## config.mk

```make
export PLATFORM = sky130hd
export DESIGN_NAME = pc_bus_top
export DESIGN_NICKNAME = d
export VERILOG_FILES = /design/src/pc_bus_pkg.sv /design/src/mem_arbiter.sv /design/src/mem_region_decoder.sv /design/src/bios_control_reg.sv /design/src/data_bus_router.sv /design/src/led_blinker.sv /design/src/pc_bus_top.sv
export SDC_FILE = /design/constraint.sdc
export NUM_CORES = 1
export LEC_CHECK = 0
export BUFFER_PORTS_ARGS = -buffer_cell sky130_fd_sc_hd__buf_4
export CAP_MARGIN = 15
export CORE_MARGIN = 4
export CORE_UTILIZATION = 35
export CTS_BUF_LIST = sky130_fd_sc_hd__clkbuf_8
export DETAILED_ROUTE_END_ITERATION = 12
export PLACE_DENSITY = 0.64
export SLEW_MARGIN = 20
export SYNTH_ARGS = -nofsm -noshare
export SYNTH_HDL_FRONTEND = slang
export SYNTH_SLANG_ARGS = --single-unit
```

## constraint.sdc

```tcl
create_clock -name sys_clk -period 5.3 [get_ports sys_clk]
set_input_delay 1.06 -clock sys_clk [delete_from_list [all_inputs] [get_ports sys_clk]]
set_output_delay 1.06 -clock sys_clk [all_outputs]
set_load 0.005 [all_outputs]
```

## src/pc_bus_pkg.sv

```systemverilog
// Shared bus widths, request struct, memory regions and I/O port map for the PC bus fabric

package pc_bus_pkg;

	// ======================================================================
	// Bus widths
	// ======================================================================

	localparam int ADDR_W = 19; // Word address, byte address bits 19..1
	localparam int DATA_W = 16; // One bus word

	typedef logic [ADDR_W:1]   word_addr_t; // Byte address without bit 0
	typedef logic [DATA_W-1:0] data_t;
	typedef logic [1:0]        bytesel_t;   // Bit 1 high byte, bit 0 low byte

	// ======================================================================
	// Memory request
	// ======================================================================

	// One access as seen on a memory port
	typedef struct packed {
		word_addr_t addr;
		data_t      wdata;
		logic       wr_en;
		bytesel_t   bytesel;
	} mem_req_t;

	// Target region of an arbitrated access
	typedef enum logic [1:0] {
		REGION_EXT   = 2'd0, // External memory
		REGION_BIOS  = 2'd1, // Boot ROM window at the top of the map
		REGION_VIDEO = 2'd2  // Text and graphics frame buffers
	} mem_region_t;

	// ======================================================================
	// I/O port map
	// ======================================================================

	localparam logic [15:0] IO_LEDS_PORT      = 16'hfffe; // LED status
	localparam logic [15:0] IO_BIOS_CTRL_PORT = 16'hffec; // Boot ROM enable

endpackage

```

## src/mem_arbiter.sv

```systemverilog
// Two-master to one-target memory arbiter with held grant and alternating tie priority
`timescale 1ns/1ps

module mem_arbiter (
	input  logic                 sys_clk,
	input  logic                 reset,

	// Port a
	input  logic                 a_access,
	input  pc_bus_pkg::mem_req_t a_req,
	output logic                 a_ack,
	output pc_bus_pkg::data_t    a_rdata,

	// Port b
	input  logic                 b_access,
	input  pc_bus_pkg::mem_req_t b_req,
	output logic                 b_ack,
	output pc_bus_pkg::data_t    b_rdata,

	// Shared target port
	output logic                 q_access,
	output pc_bus_pkg::mem_req_t q_req,
	input  logic                 q_ack,
	input  pc_bus_pkg::data_t    q_rdata
);

	import pc_bus_pkg::*;

	logic grant_a;  // Port a owns the target
	logic grant_b;  // Port b owns the target
	logic last_b;   // Port b was served last
	logic idle;

	assign idle = !grant_a && !grant_b;

	// ======================================================================
	// Grant state
	// ======================================================================

	always_ff @(posedge sys_clk) begin
		if (reset) begin
			grant_a <= 1'b0;
			grant_b <= 1'b0;
			last_b  <= 1'b1; // Port a wins the first tie
		end else if (idle) begin
			// Pick a winner, tie goes to the port not served last
			if (a_access && (!b_access || last_b)) begin
				grant_a <= 1'b1;
				last_b  <= 1'b0;
			end else if (b_access) begin
				grant_b <= 1'b1;
				last_b  <= 1'b1;
			end
		end else if (q_ack) begin
			// Transfer done, back to idle for one cycle
			grant_a <= 1'b0;
			grant_b <= 1'b0;
		end
	end

	// ======================================================================
	// Request forward and response return
	// ======================================================================

	assign q_access = grant_a | grant_b;
	assign q_req    = grant_b ? b_req : a_req; // Held stable by the owner

	// Ack straight through to the owner only
	assign a_ack = grant_a & q_ack;
	assign b_ack = grant_b & q_ack;

	// Read data steered, other port sees zero
	assign a_rdata = grant_a ? q_rdata : '0;
	assign b_rdata = grant_b ? q_rdata : '0;

endmodule

```

## src/mem_region_decoder.sv

```systemverilog
// Memory region classifier for boot ROM, video windows and external memory
`timescale 1ns/1ps

module mem_region_decoder (
	input  pc_bus_pkg::word_addr_t  addr,
	input  logic                    bios_enabled,
	output pc_bus_pkg::mem_region_t region
);

	import pc_bus_pkg::*;

	logic [19:0] byte_addr;
	logic        in_bios;
	logic        in_text;
	logic        in_gfx;

	assign byte_addr = {addr, 1'b0};

	// ======================================================================
	// Window compares on the upper address bits
	// ======================================================================

	// FC000..FFFFF, 16 KiB boot ROM
	assign in_bios = (byte_addr[19:14] == 6'b1111_11);

	// B8000..BBFFF, text frame buffer
	assign in_text = (byte_addr[19:14] == 6'b1011_10);

	// A0000..AFFFF, graphics frame buffer
	assign in_gfx  = (byte_addr[19:16] == 4'ha);

	always_comb begin
		region = REGION_EXT; // Everything else is external memory
		if (bios_enabled && in_bios) begin
			region = REGION_BIOS;
		end else if (in_text || in_gfx) begin
			region = REGION_VIDEO;
		end
	end

endmodule

```

## src/bios_control_reg.sv

```systemverilog
// Boot ROM enable register on the I/O bus
`timescale 1ns/1ps

module bios_control_reg (
	input  logic              sys_clk,
	input  logic              reset,
	input  logic              cs,
	input  logic              wr_en,
	input  pc_bus_pkg::data_t wdata,
	output logic              ack,
	output pc_bus_pkg::data_t rdata,
	output logic              bios_enabled
);

	import pc_bus_pkg::*;

	always_ff @(posedge sys_clk) begin
		if (reset) begin
			ack          <= 1'b0;
			bios_enabled <= 1'b1; // Boot from ROM
		end else begin
			ack <= cs & ~ack; // Single cycle ack
			if (cs && wr_en && !ack) begin
				bios_enabled <= wdata[0]; // Lands with the ack edge
			end
		end
	end

	// Enable bit in bit 0, zero outside the ack cycle
	assign rdata = ack ? {{(DATA_W-1){1'b0}}, bios_enabled} : '0;

endmodule

```

## src/data_bus_router.sv

```systemverilog
// Data bus splitter into memory and I/O cycles with port decode and default I/O responder
`timescale 1ns/1ps

module data_bus_router (
	input  logic                 sys_clk,
	input  logic                 reset,

	// Processor data bus
	input  logic                 data_access,
	input  pc_bus_pkg::mem_req_t data_req,
	input  logic                 data_io,
	output logic                 data_ack,
	output pc_bus_pkg::data_t    data_rdata,

	// Toward the arbiter
	output logic                 mem_port_access,
	input  logic                 mem_port_ack,
	input  pc_bus_pkg::data_t    mem_port_rdata,

	// I/O chip selects
	output logic                 leds_cs,
	output logic                 bios_ctrl_cs,

	// I/O register responses
	input  logic                 leds_ack,
	input  pc_bus_pkg::data_t    leds_rdata,
	input  logic                 bios_ctrl_ack,
	input  pc_bus_pkg::data_t    bios_ctrl_rdata
);

	import pc_bus_pkg::*;

	logic [15:0] io_port;
	logic        io_cycle;
	logic        default_cs;  // Unmapped port
	logic        default_ack;
	data_t       io_rdata;

	// ======================================================================
	// Cycle split
	// ======================================================================

	assign io_cycle        = data_access & data_io;
	assign mem_port_access = data_access & ~data_io; // I/O never hits memory

	assign io_port = {data_req.addr[15:1], 1'b0}; // Even port address

	// ======================================================================
	// I/O port decode
	// ======================================================================

	always_comb begin
		leds_cs      = 1'b0;
		bios_ctrl_cs = 1'b0;
		default_cs   = 1'b0;
		if (io_cycle) begin
			case (io_port)
				IO_LEDS_PORT:      leds_cs      = 1'b1;
				IO_BIOS_CTRL_PORT: bios_ctrl_cs = 1'b1;
				default:           default_cs   = 1'b1;
			endcase
		end
	end

	// Default responder, acks and reads as zero
	always_ff @(posedge sys_clk) begin
		if (reset) begin
			default_ack <= 1'b0;
		end else begin
			default_ack <= default_cs & ~default_ack;
		end
	end

	// ======================================================================
	// Response merge
	// ======================================================================

	assign io_rdata = leds_rdata | bios_ctrl_rdata; // Each zero when idle

	assign data_ack   = mem_port_ack | leds_ack | bios_ctrl_ack | default_ack;
	assign data_rdata = data_io ? io_rdata : mem_port_rdata;

endmodule

```

## src/led_blinker.sv

```systemverilog
// LED status register with blink and pause sequencer for the user LED
`timescale 1ns/1ps

module led_blinker #(
	parameter int BLINK_CYCLES = 25_000_000,
	parameter int PAUSE_CYCLES = 25_000_000
) (
	input  logic              sys_clk,
	input  logic              reset,
	input  logic              cs,
	input  logic              wr_en,
	input  pc_bus_pkg::data_t wdata,
	output logic              ack,
	output pc_bus_pkg::data_t rdata,
	output logic              led_user
);

	import pc_bus_pkg::*;

	// Counter wide enough for the longer phase
	localparam int MAX_CYCLES = (BLINK_CYCLES > PAUSE_CYCLES) ? BLINK_CYCLES : PAUSE_CYCLES;
	localparam int CNT_W      = $clog2(MAX_CYCLES) + 1;

	localparam logic [CNT_W-1:0] BLINK_LAST = CNT_W'(BLINK_CYCLES - 1);
	localparam logic [CNT_W-1:0] PAUSE_LAST = CNT_W'(PAUSE_CYCLES - 1);

	logic [7:0]       status;   // Blink divider s, zero when quiet
	logic [7:0]       mod_cnt;  // Phase counter modulo s
	logic [CNT_W-1:0] cnt;      // Phase counter
	logic             in_pause; // Low in blink phase
	logic             wr_hit;

	assign wr_hit = cs & wr_en & ~ack;

	// ======================================================================
	// Status register and sequencer
	// ======================================================================

	always_ff @(posedge sys_clk) begin
		if (reset) begin
			ack      <= 1'b0;
			status   <= 8'd0;
			mod_cnt  <= 8'd0;
			cnt      <= '0;
			in_pause <= 1'b0;
			led_user <= 1'b0;
		end else begin
			ack <= cs & ~ack;
			if (status == 8'd0) begin
				// Quiet, hold everything at the start of a blink phase
				mod_cnt  <= 8'd0;
				cnt      <= '0;
				in_pause <= 1'b0;
				led_user <= 1'b0;
			end else if (!in_pause) begin
				led_user <= (mod_cnt == 8'd0); // Every s-th count
				mod_cnt  <= (mod_cnt >= status - 8'd1) ? 8'd0 : mod_cnt + 8'd1;
				if (cnt == BLINK_LAST) begin
					cnt      <= '0;
					in_pause <= 1'b1;
				end else begin
					cnt <= cnt + 1'b1;
				end
			end else begin
				led_user <= 1'b0; // Dark during the pause
				if (cnt == PAUSE_LAST) begin
					cnt      <= '0;
					in_pause <= 1'b0;
					status   <= 8'd0; // Sequence done
				end else begin
					cnt <= cnt + 1'b1;
				end
			end
			// Bus write wins over the self clear
			if (wr_hit) begin
				status <= wdata[7:0];
			end
		end
	end

	assign rdata = ack ? {8'd0, status} : '0;

endmodule

```

## src/pc_bus_top.sv

```systemverilog
// System bus fabric top linking arbiter, region decode, I/O routing and LED blinker
`timescale 1ns/1ps

module pc_bus_top #(
	parameter int BLINK_CYCLES = 25_000_000,
	parameter int PAUSE_CYCLES = 25_000_000
) (
	input  logic                    sys_clk,
	input  logic                    reset,

	// Instruction bus
	input  logic                    instr_access,
	input  pc_bus_pkg::word_addr_t  instr_addr,
	output logic                    instr_ack,
	output pc_bus_pkg::data_t       instr_rdata,

	// Data bus
	input  logic                    data_access,
	input  pc_bus_pkg::mem_req_t    data_req,
	input  logic                    data_io,
	output logic                    data_ack,
	output pc_bus_pkg::data_t       data_rdata,

	// Memory port
	output logic                    mem_access,
	output pc_bus_pkg::mem_req_t    mem_req,
	output pc_bus_pkg::mem_region_t mem_region,
	input  logic                    mem_ack,
	input  pc_bus_pkg::data_t       mem_rdata,

	output logic                    led_user
);

	import pc_bus_pkg::*;

	mem_req_t instr_req;       // Fetch as a read-only request
	logic     data_mem_access;
	logic     data_mem_ack;
	data_t    data_mem_rdata;
	logic     leds_cs;
	logic     leds_ack;
	data_t    leds_rdata;
	logic     bios_ctrl_cs;
	logic     bios_ctrl_ack;
	data_t    bios_ctrl_rdata;
	logic     bios_enabled;

	assign instr_req = '{addr: instr_addr, wdata: '0, wr_en: 1'b0, bytesel: 2'b11};

	// ======================================================================
	// Memory side
	// ======================================================================

	mem_arbiter u_arbiter (
		.sys_clk (sys_clk),        .reset   (reset),
		.a_access(instr_access),   .a_req   (instr_req),
		.a_ack   (instr_ack),      .a_rdata (instr_rdata),
		.b_access(data_mem_access), .b_req  (data_req),
		.b_ack   (data_mem_ack),   .b_rdata (data_mem_rdata),
		.q_access(mem_access),     .q_req   (mem_req),
		.q_ack   (mem_ack),        .q_rdata (mem_rdata)
	);

	mem_region_decoder u_region (
		.addr(mem_req.addr), .bios_enabled(bios_enabled), .region(mem_region)
	);

	// ======================================================================
	// I/O side
	// ======================================================================

	data_bus_router u_router (
		.sys_clk(sys_clk), .reset(reset),
		.data_access(data_access), .data_req(data_req), .data_io(data_io),
		.data_ack(data_ack), .data_rdata(data_rdata),
		.mem_port_access(data_mem_access), .mem_port_ack(data_mem_ack),
		.mem_port_rdata(data_mem_rdata),
		.leds_cs(leds_cs), .bios_ctrl_cs(bios_ctrl_cs),
		.leds_ack(leds_ack), .leds_rdata(leds_rdata),
		.bios_ctrl_ack(bios_ctrl_ack), .bios_ctrl_rdata(bios_ctrl_rdata)
	);

	bios_control_reg u_bios_ctrl (
		.sys_clk(sys_clk), .reset(reset), .cs(bios_ctrl_cs),
		.wr_en(data_req.wr_en), .wdata(data_req.wdata),
		.ack(bios_ctrl_ack), .rdata(bios_ctrl_rdata), .bios_enabled(bios_enabled)
	);

	led_blinker #(
		.BLINK_CYCLES(BLINK_CYCLES),
		.PAUSE_CYCLES(PAUSE_CYCLES)
	) u_blinker (
		.sys_clk(sys_clk), .reset(reset), .cs(leds_cs),
		.wr_en(data_req.wr_en), .wdata(data_req.wdata),
		.ack(leds_ack), .rdata(leds_rdata), .led_user(led_user)
	);

endmodule

```

==> results.md <==
* Worst skew pair latency at 0.31 ns
* Slew HR at 36.42%
* Global-route wire length before repair at 14.35 mm
* Pins over their slew limit at 0
* Layout filler cell count at 850
* Asr flop ratio synth at 0%
* Initial core utilization at 36.20%
* Fin crit share at 65.35%
* Setup Skew at 0.003331 ns
* Die height at 103.4 um
* FF+latch count, synth at 51
* PD cells at 176.7 mW/mm^2
* CTS Hold Bufs at 0
* Hpwl dp at 8.136 mm
* FP Rows at 34
* Synth top area cells: dfxtp_1 32%, and2_1 8.6%, xor2_1 7.4%, mux2_2 6.4%, nor2_1 5.5%
* CTS tree: done
* Unique cell type count in the Yosys netlist at 48
* Largest stage delay on the critical path at 0.95 ns
* Minimum clock period at 3.464 ns
* Clock transition at the registers of the reported paths at 0.09 ns
* Final setup violating endpoints at 0
* Slowest stage cell on the critical path: dfxtp_1
* Count of input and output buffers at 154
* GPL Wtd Cong at 0.8347
* Post-cts resize count at 0
* Root Driver: clkbuf_8
* Final setup TNS at 0 ns
* Status: complete, no violations
* Die area at 0.01070 mm^2
* Vias in the first global route at 2909
* Number of I/O pins at 155
* Die X at 103.4 um
* Tot GR Track Use at 17.10%
* Post-Synthesis Cells at 362
* Crit Path Category: flip-flop to output pin
* Worst setup SP type: flip-flop
* CP endpoint kind: output pin
* Unrepaired setup endpoints after global routing: no
* Seq/Total Area, Yosys at 32.03%
* Area Growth Syn to Fin at 41.44%
* Leakage power at 2.072 nW
* Share of cells above drive strength 1 at 37.45%
* Bufs on Longest Clock Path at 2
* Initial antenna violation count at 0
* WP data arrival at 2.40 ns
* Residual DRC count at 0
* DR WL/cell at 15.83 um
* CP max FO at 26
* Final antenna-violating net count at 0
* N_diodes at 0
* Deepest level of the CTS H-tree at 2
* 1st-iter DRT viols at 104
* EDFF count, synth at 0
* Max_cap viols at 0
* Final Hold Vio Count at 0
* VDD IR max at 0.0001603 V
* Syn Std Cell Area at 0.003188 mm^2
* Syn_area_per_cell at 8.807 um^2
* 1st-pass router iterations at 4
* Core Area at 0.008806 mm^2
* Drt total wl at 9.783 mm
* Family with the most delay on the worst path: flip-flops
* Ys flop type: dfxtp_1
* Worst hold path type: flip-flop to flip-flop
* Hold WS at 0.4417 ns
* Vias per cell at 4.892
* Synth area leader: dfxtp_1
* Syn_nets at 454
* Buf/Inv on CP at 1
* Largest net degree at the start of global routing at 27
* Clk sinks at 51
* Setup slack, reg-to-reg at 2.88 ns
* Tightest Pin Transition at 0.9537 ns
* Ys Warns at 0
* Fin nets at 601
* Grt ovf at 0
* Util after Layout at 51.21%
* Synth top area share at 32.03%
* Via count at 3023
* CP cell instances: nor2b_1 -> a22o_1 -> buf_4
* Total CTS buffers at 5
* Max Fclk at 288.7 MHz
* Req. time, crit path at 4.24 ns
* Setup bufs post-CTS at 0
[final cells by class]
cell class                 instances  area [um^2]  area share [%]
inverter                           9        33.78          0.7492
timing repair buffer             155         1164           25.80
clock inverter                     3        43.79          0.9711
multi-input combinational        287         2043           45.31
clock buffer                       5        68.82           1.526
tap                              108        135.1           2.997
sequential                        51         1021           22.64
[metrics by stage]
| step | area, um^2 | setup slack (ns) | instances | power [mW] |
|---|---|---|---|---|
| floorplan | 3188 | 2.293 | 362 | 0.4379 |
| global placement | 4397 | 2.069 | 610 | 0.5317 |
| detailed placement | 4397 | 2.003 | 610 | 0.5320 |
| CTS | 4509 | 1.877 | 618 | 0.8072 |
| global route | 4509 | 1.637 | 618 | 0.8357 |
| finish | 4509 | 1.836 | 618 | 0.7968 |
[cells in the mapped netlist (2+ instances only)]
| master | number |
|---|---|
| buf_8 | 2 |
| nand3_1 | 13 |
| mux2i_1 | 3 |
| o21ai_0 | 3 |
| nor4_2 | 2 |
| a22o_1 | 10 |
| nand2_1 | 20 |
| nor3_1 | 7 |
| nor4b_1 | 2 |
| ha_1 | 13 |
| and4_1 | 3 |
| xor2_1 | 27 |
| clkbuf_1 | 8 |
| a211oi_1 | 3 |
| dfxtp_1 | 51 |
| xnor2_1 | 12 |
| and2_1 | 44 |
| a32o_1 | 7 |
| buf_2 | 3 |
| nor2b_1 | 4 |
| and3_1 | 6 |
| nand4_1 | 12 |
| mux2_2 | 18 |
| inv_1 | 9 |
| a21o_1 | 2 |
| nor2_1 | 47 |
| nor4_1 | 3 |
| nor4_4 | 2 |
| nand2b_1 | 7 |
[layout by cell type, fill, tap and decap left out, types with 2 or more instances in the layout]
master | Yosys | layout
nand3_1 | 13 | 13
nor2b_1 | 4 | 4
nand2_1 | 20 | 20
nor4_4 | 2 | 2
nor4_2 | 2 | 2
buf_4 | 0 | 155
o21ai_0 | 3 | 3
clkbuf_8 | 0 | 5
mux2i_1 | 3 | 3
and3_1 | 6 | 6
ha_1 | 13 | 13
nand4_1 | 12 | 12
a211oi_1 | 3 | 3
dfxtp_1 | 51 | 51
a21o_1 | 2 | 2
nor2_1 | 47 | 47
nor4_1 | 3 | 3
inv_1 | 9 | 9
nand2b_1 | 7 | 7
xnor2_1 | 12 | 12
mux2_2 | 18 | 18
and2_1 | 44 | 44
and4_1 | 3 | 3
a22o_1 | 10 | 10
xor2_1 | 27 | 27
nor4b_1 | 2 | 2
nor3_1 | 7 | 7
a32o_1 | 7 | 7
[cell families after synthesis]
| group | after synthesis | share of synthesized area [%] |
|---|---|---|
| adder cells (fa/ha/maj) | 13 | 5.102 |
| XOR/XNOR | 39 | 10.71 |
| AND/OR/NAND/NOR | 180 | 31.87 |
| flip-flops | 51 | 32.03 |
| AO/OA/AOI/OAI | 34 | 9.105 |
| multiplexers | 21 | 7.300 |
| buffers and inverters | 24 | 3.885 |
[report_power, final]
group	switching, mW	internal (mW)	total, mW
clock network	0.133	0.141	0.273
registers	0.00579	0.385	0.391
logic	0.0478	0.0849	0.133
[sequential cells by signal, summed over array words and instances (netlist names)]
| signal | flops |
|---|---|
| u_router.default_ack | 1 |
| u_blinker.cnt | 26 |
| u_bios_ctrl.ack | 1 |
| u_blinker.in_pause | 1 |
| u_arbiter.last_b | 1 |
| u_bios_ctrl.bios_enabled | 1 |
| u_blinker.ack | 1 |
| u_blinker.mod_cnt | 8 |
| u_blinker.status | 8 |
| u_blinker.led_user | 1 |
| u_arbiter.grant_b | 1 |
| u_arbiter.grant_a | 1 |
[metal layers]
layer  wire length [um]  GRT usage, %
met5                  0             0
met3                439         3.219
met2               4816         26.86
met4                189         5.876
met1               4338         23.49
[worst reg2reg max path, cell delays in order, from the launching register on]
cell and delay [ns]:
dfxtp_1 0.39, nor4_1 0.64, nand2_1 0.14, xor2_1 0.17, ha_1 0.30, nand4_1 0.08, nor2_1 0.08, o21ai_0 0.10
o21ai_2 0.31, nor2_1 0.09
[path summary, 6_finish.rpt]
check,start,end,depth (start not counted)
min reg2reg,u_router.default_ack$_SDFF_PP0_,u_router.default_ack$_SDFF_PP0_,1
max reg2reg,u_blinker.status[2]$_SDFFE_PP0P_,u_blinker.mod_cnt[6]$_SDFFE_PP0N_,9
max,u_arbiter.grant_b$_SDFFE_PP0P_,data_rdata[0],3
min,u_router.default_ack$_SDFF_PP0_,u_router.default_ack$_SDFF_PP0_,1
(Power assumes the default switching activity.)
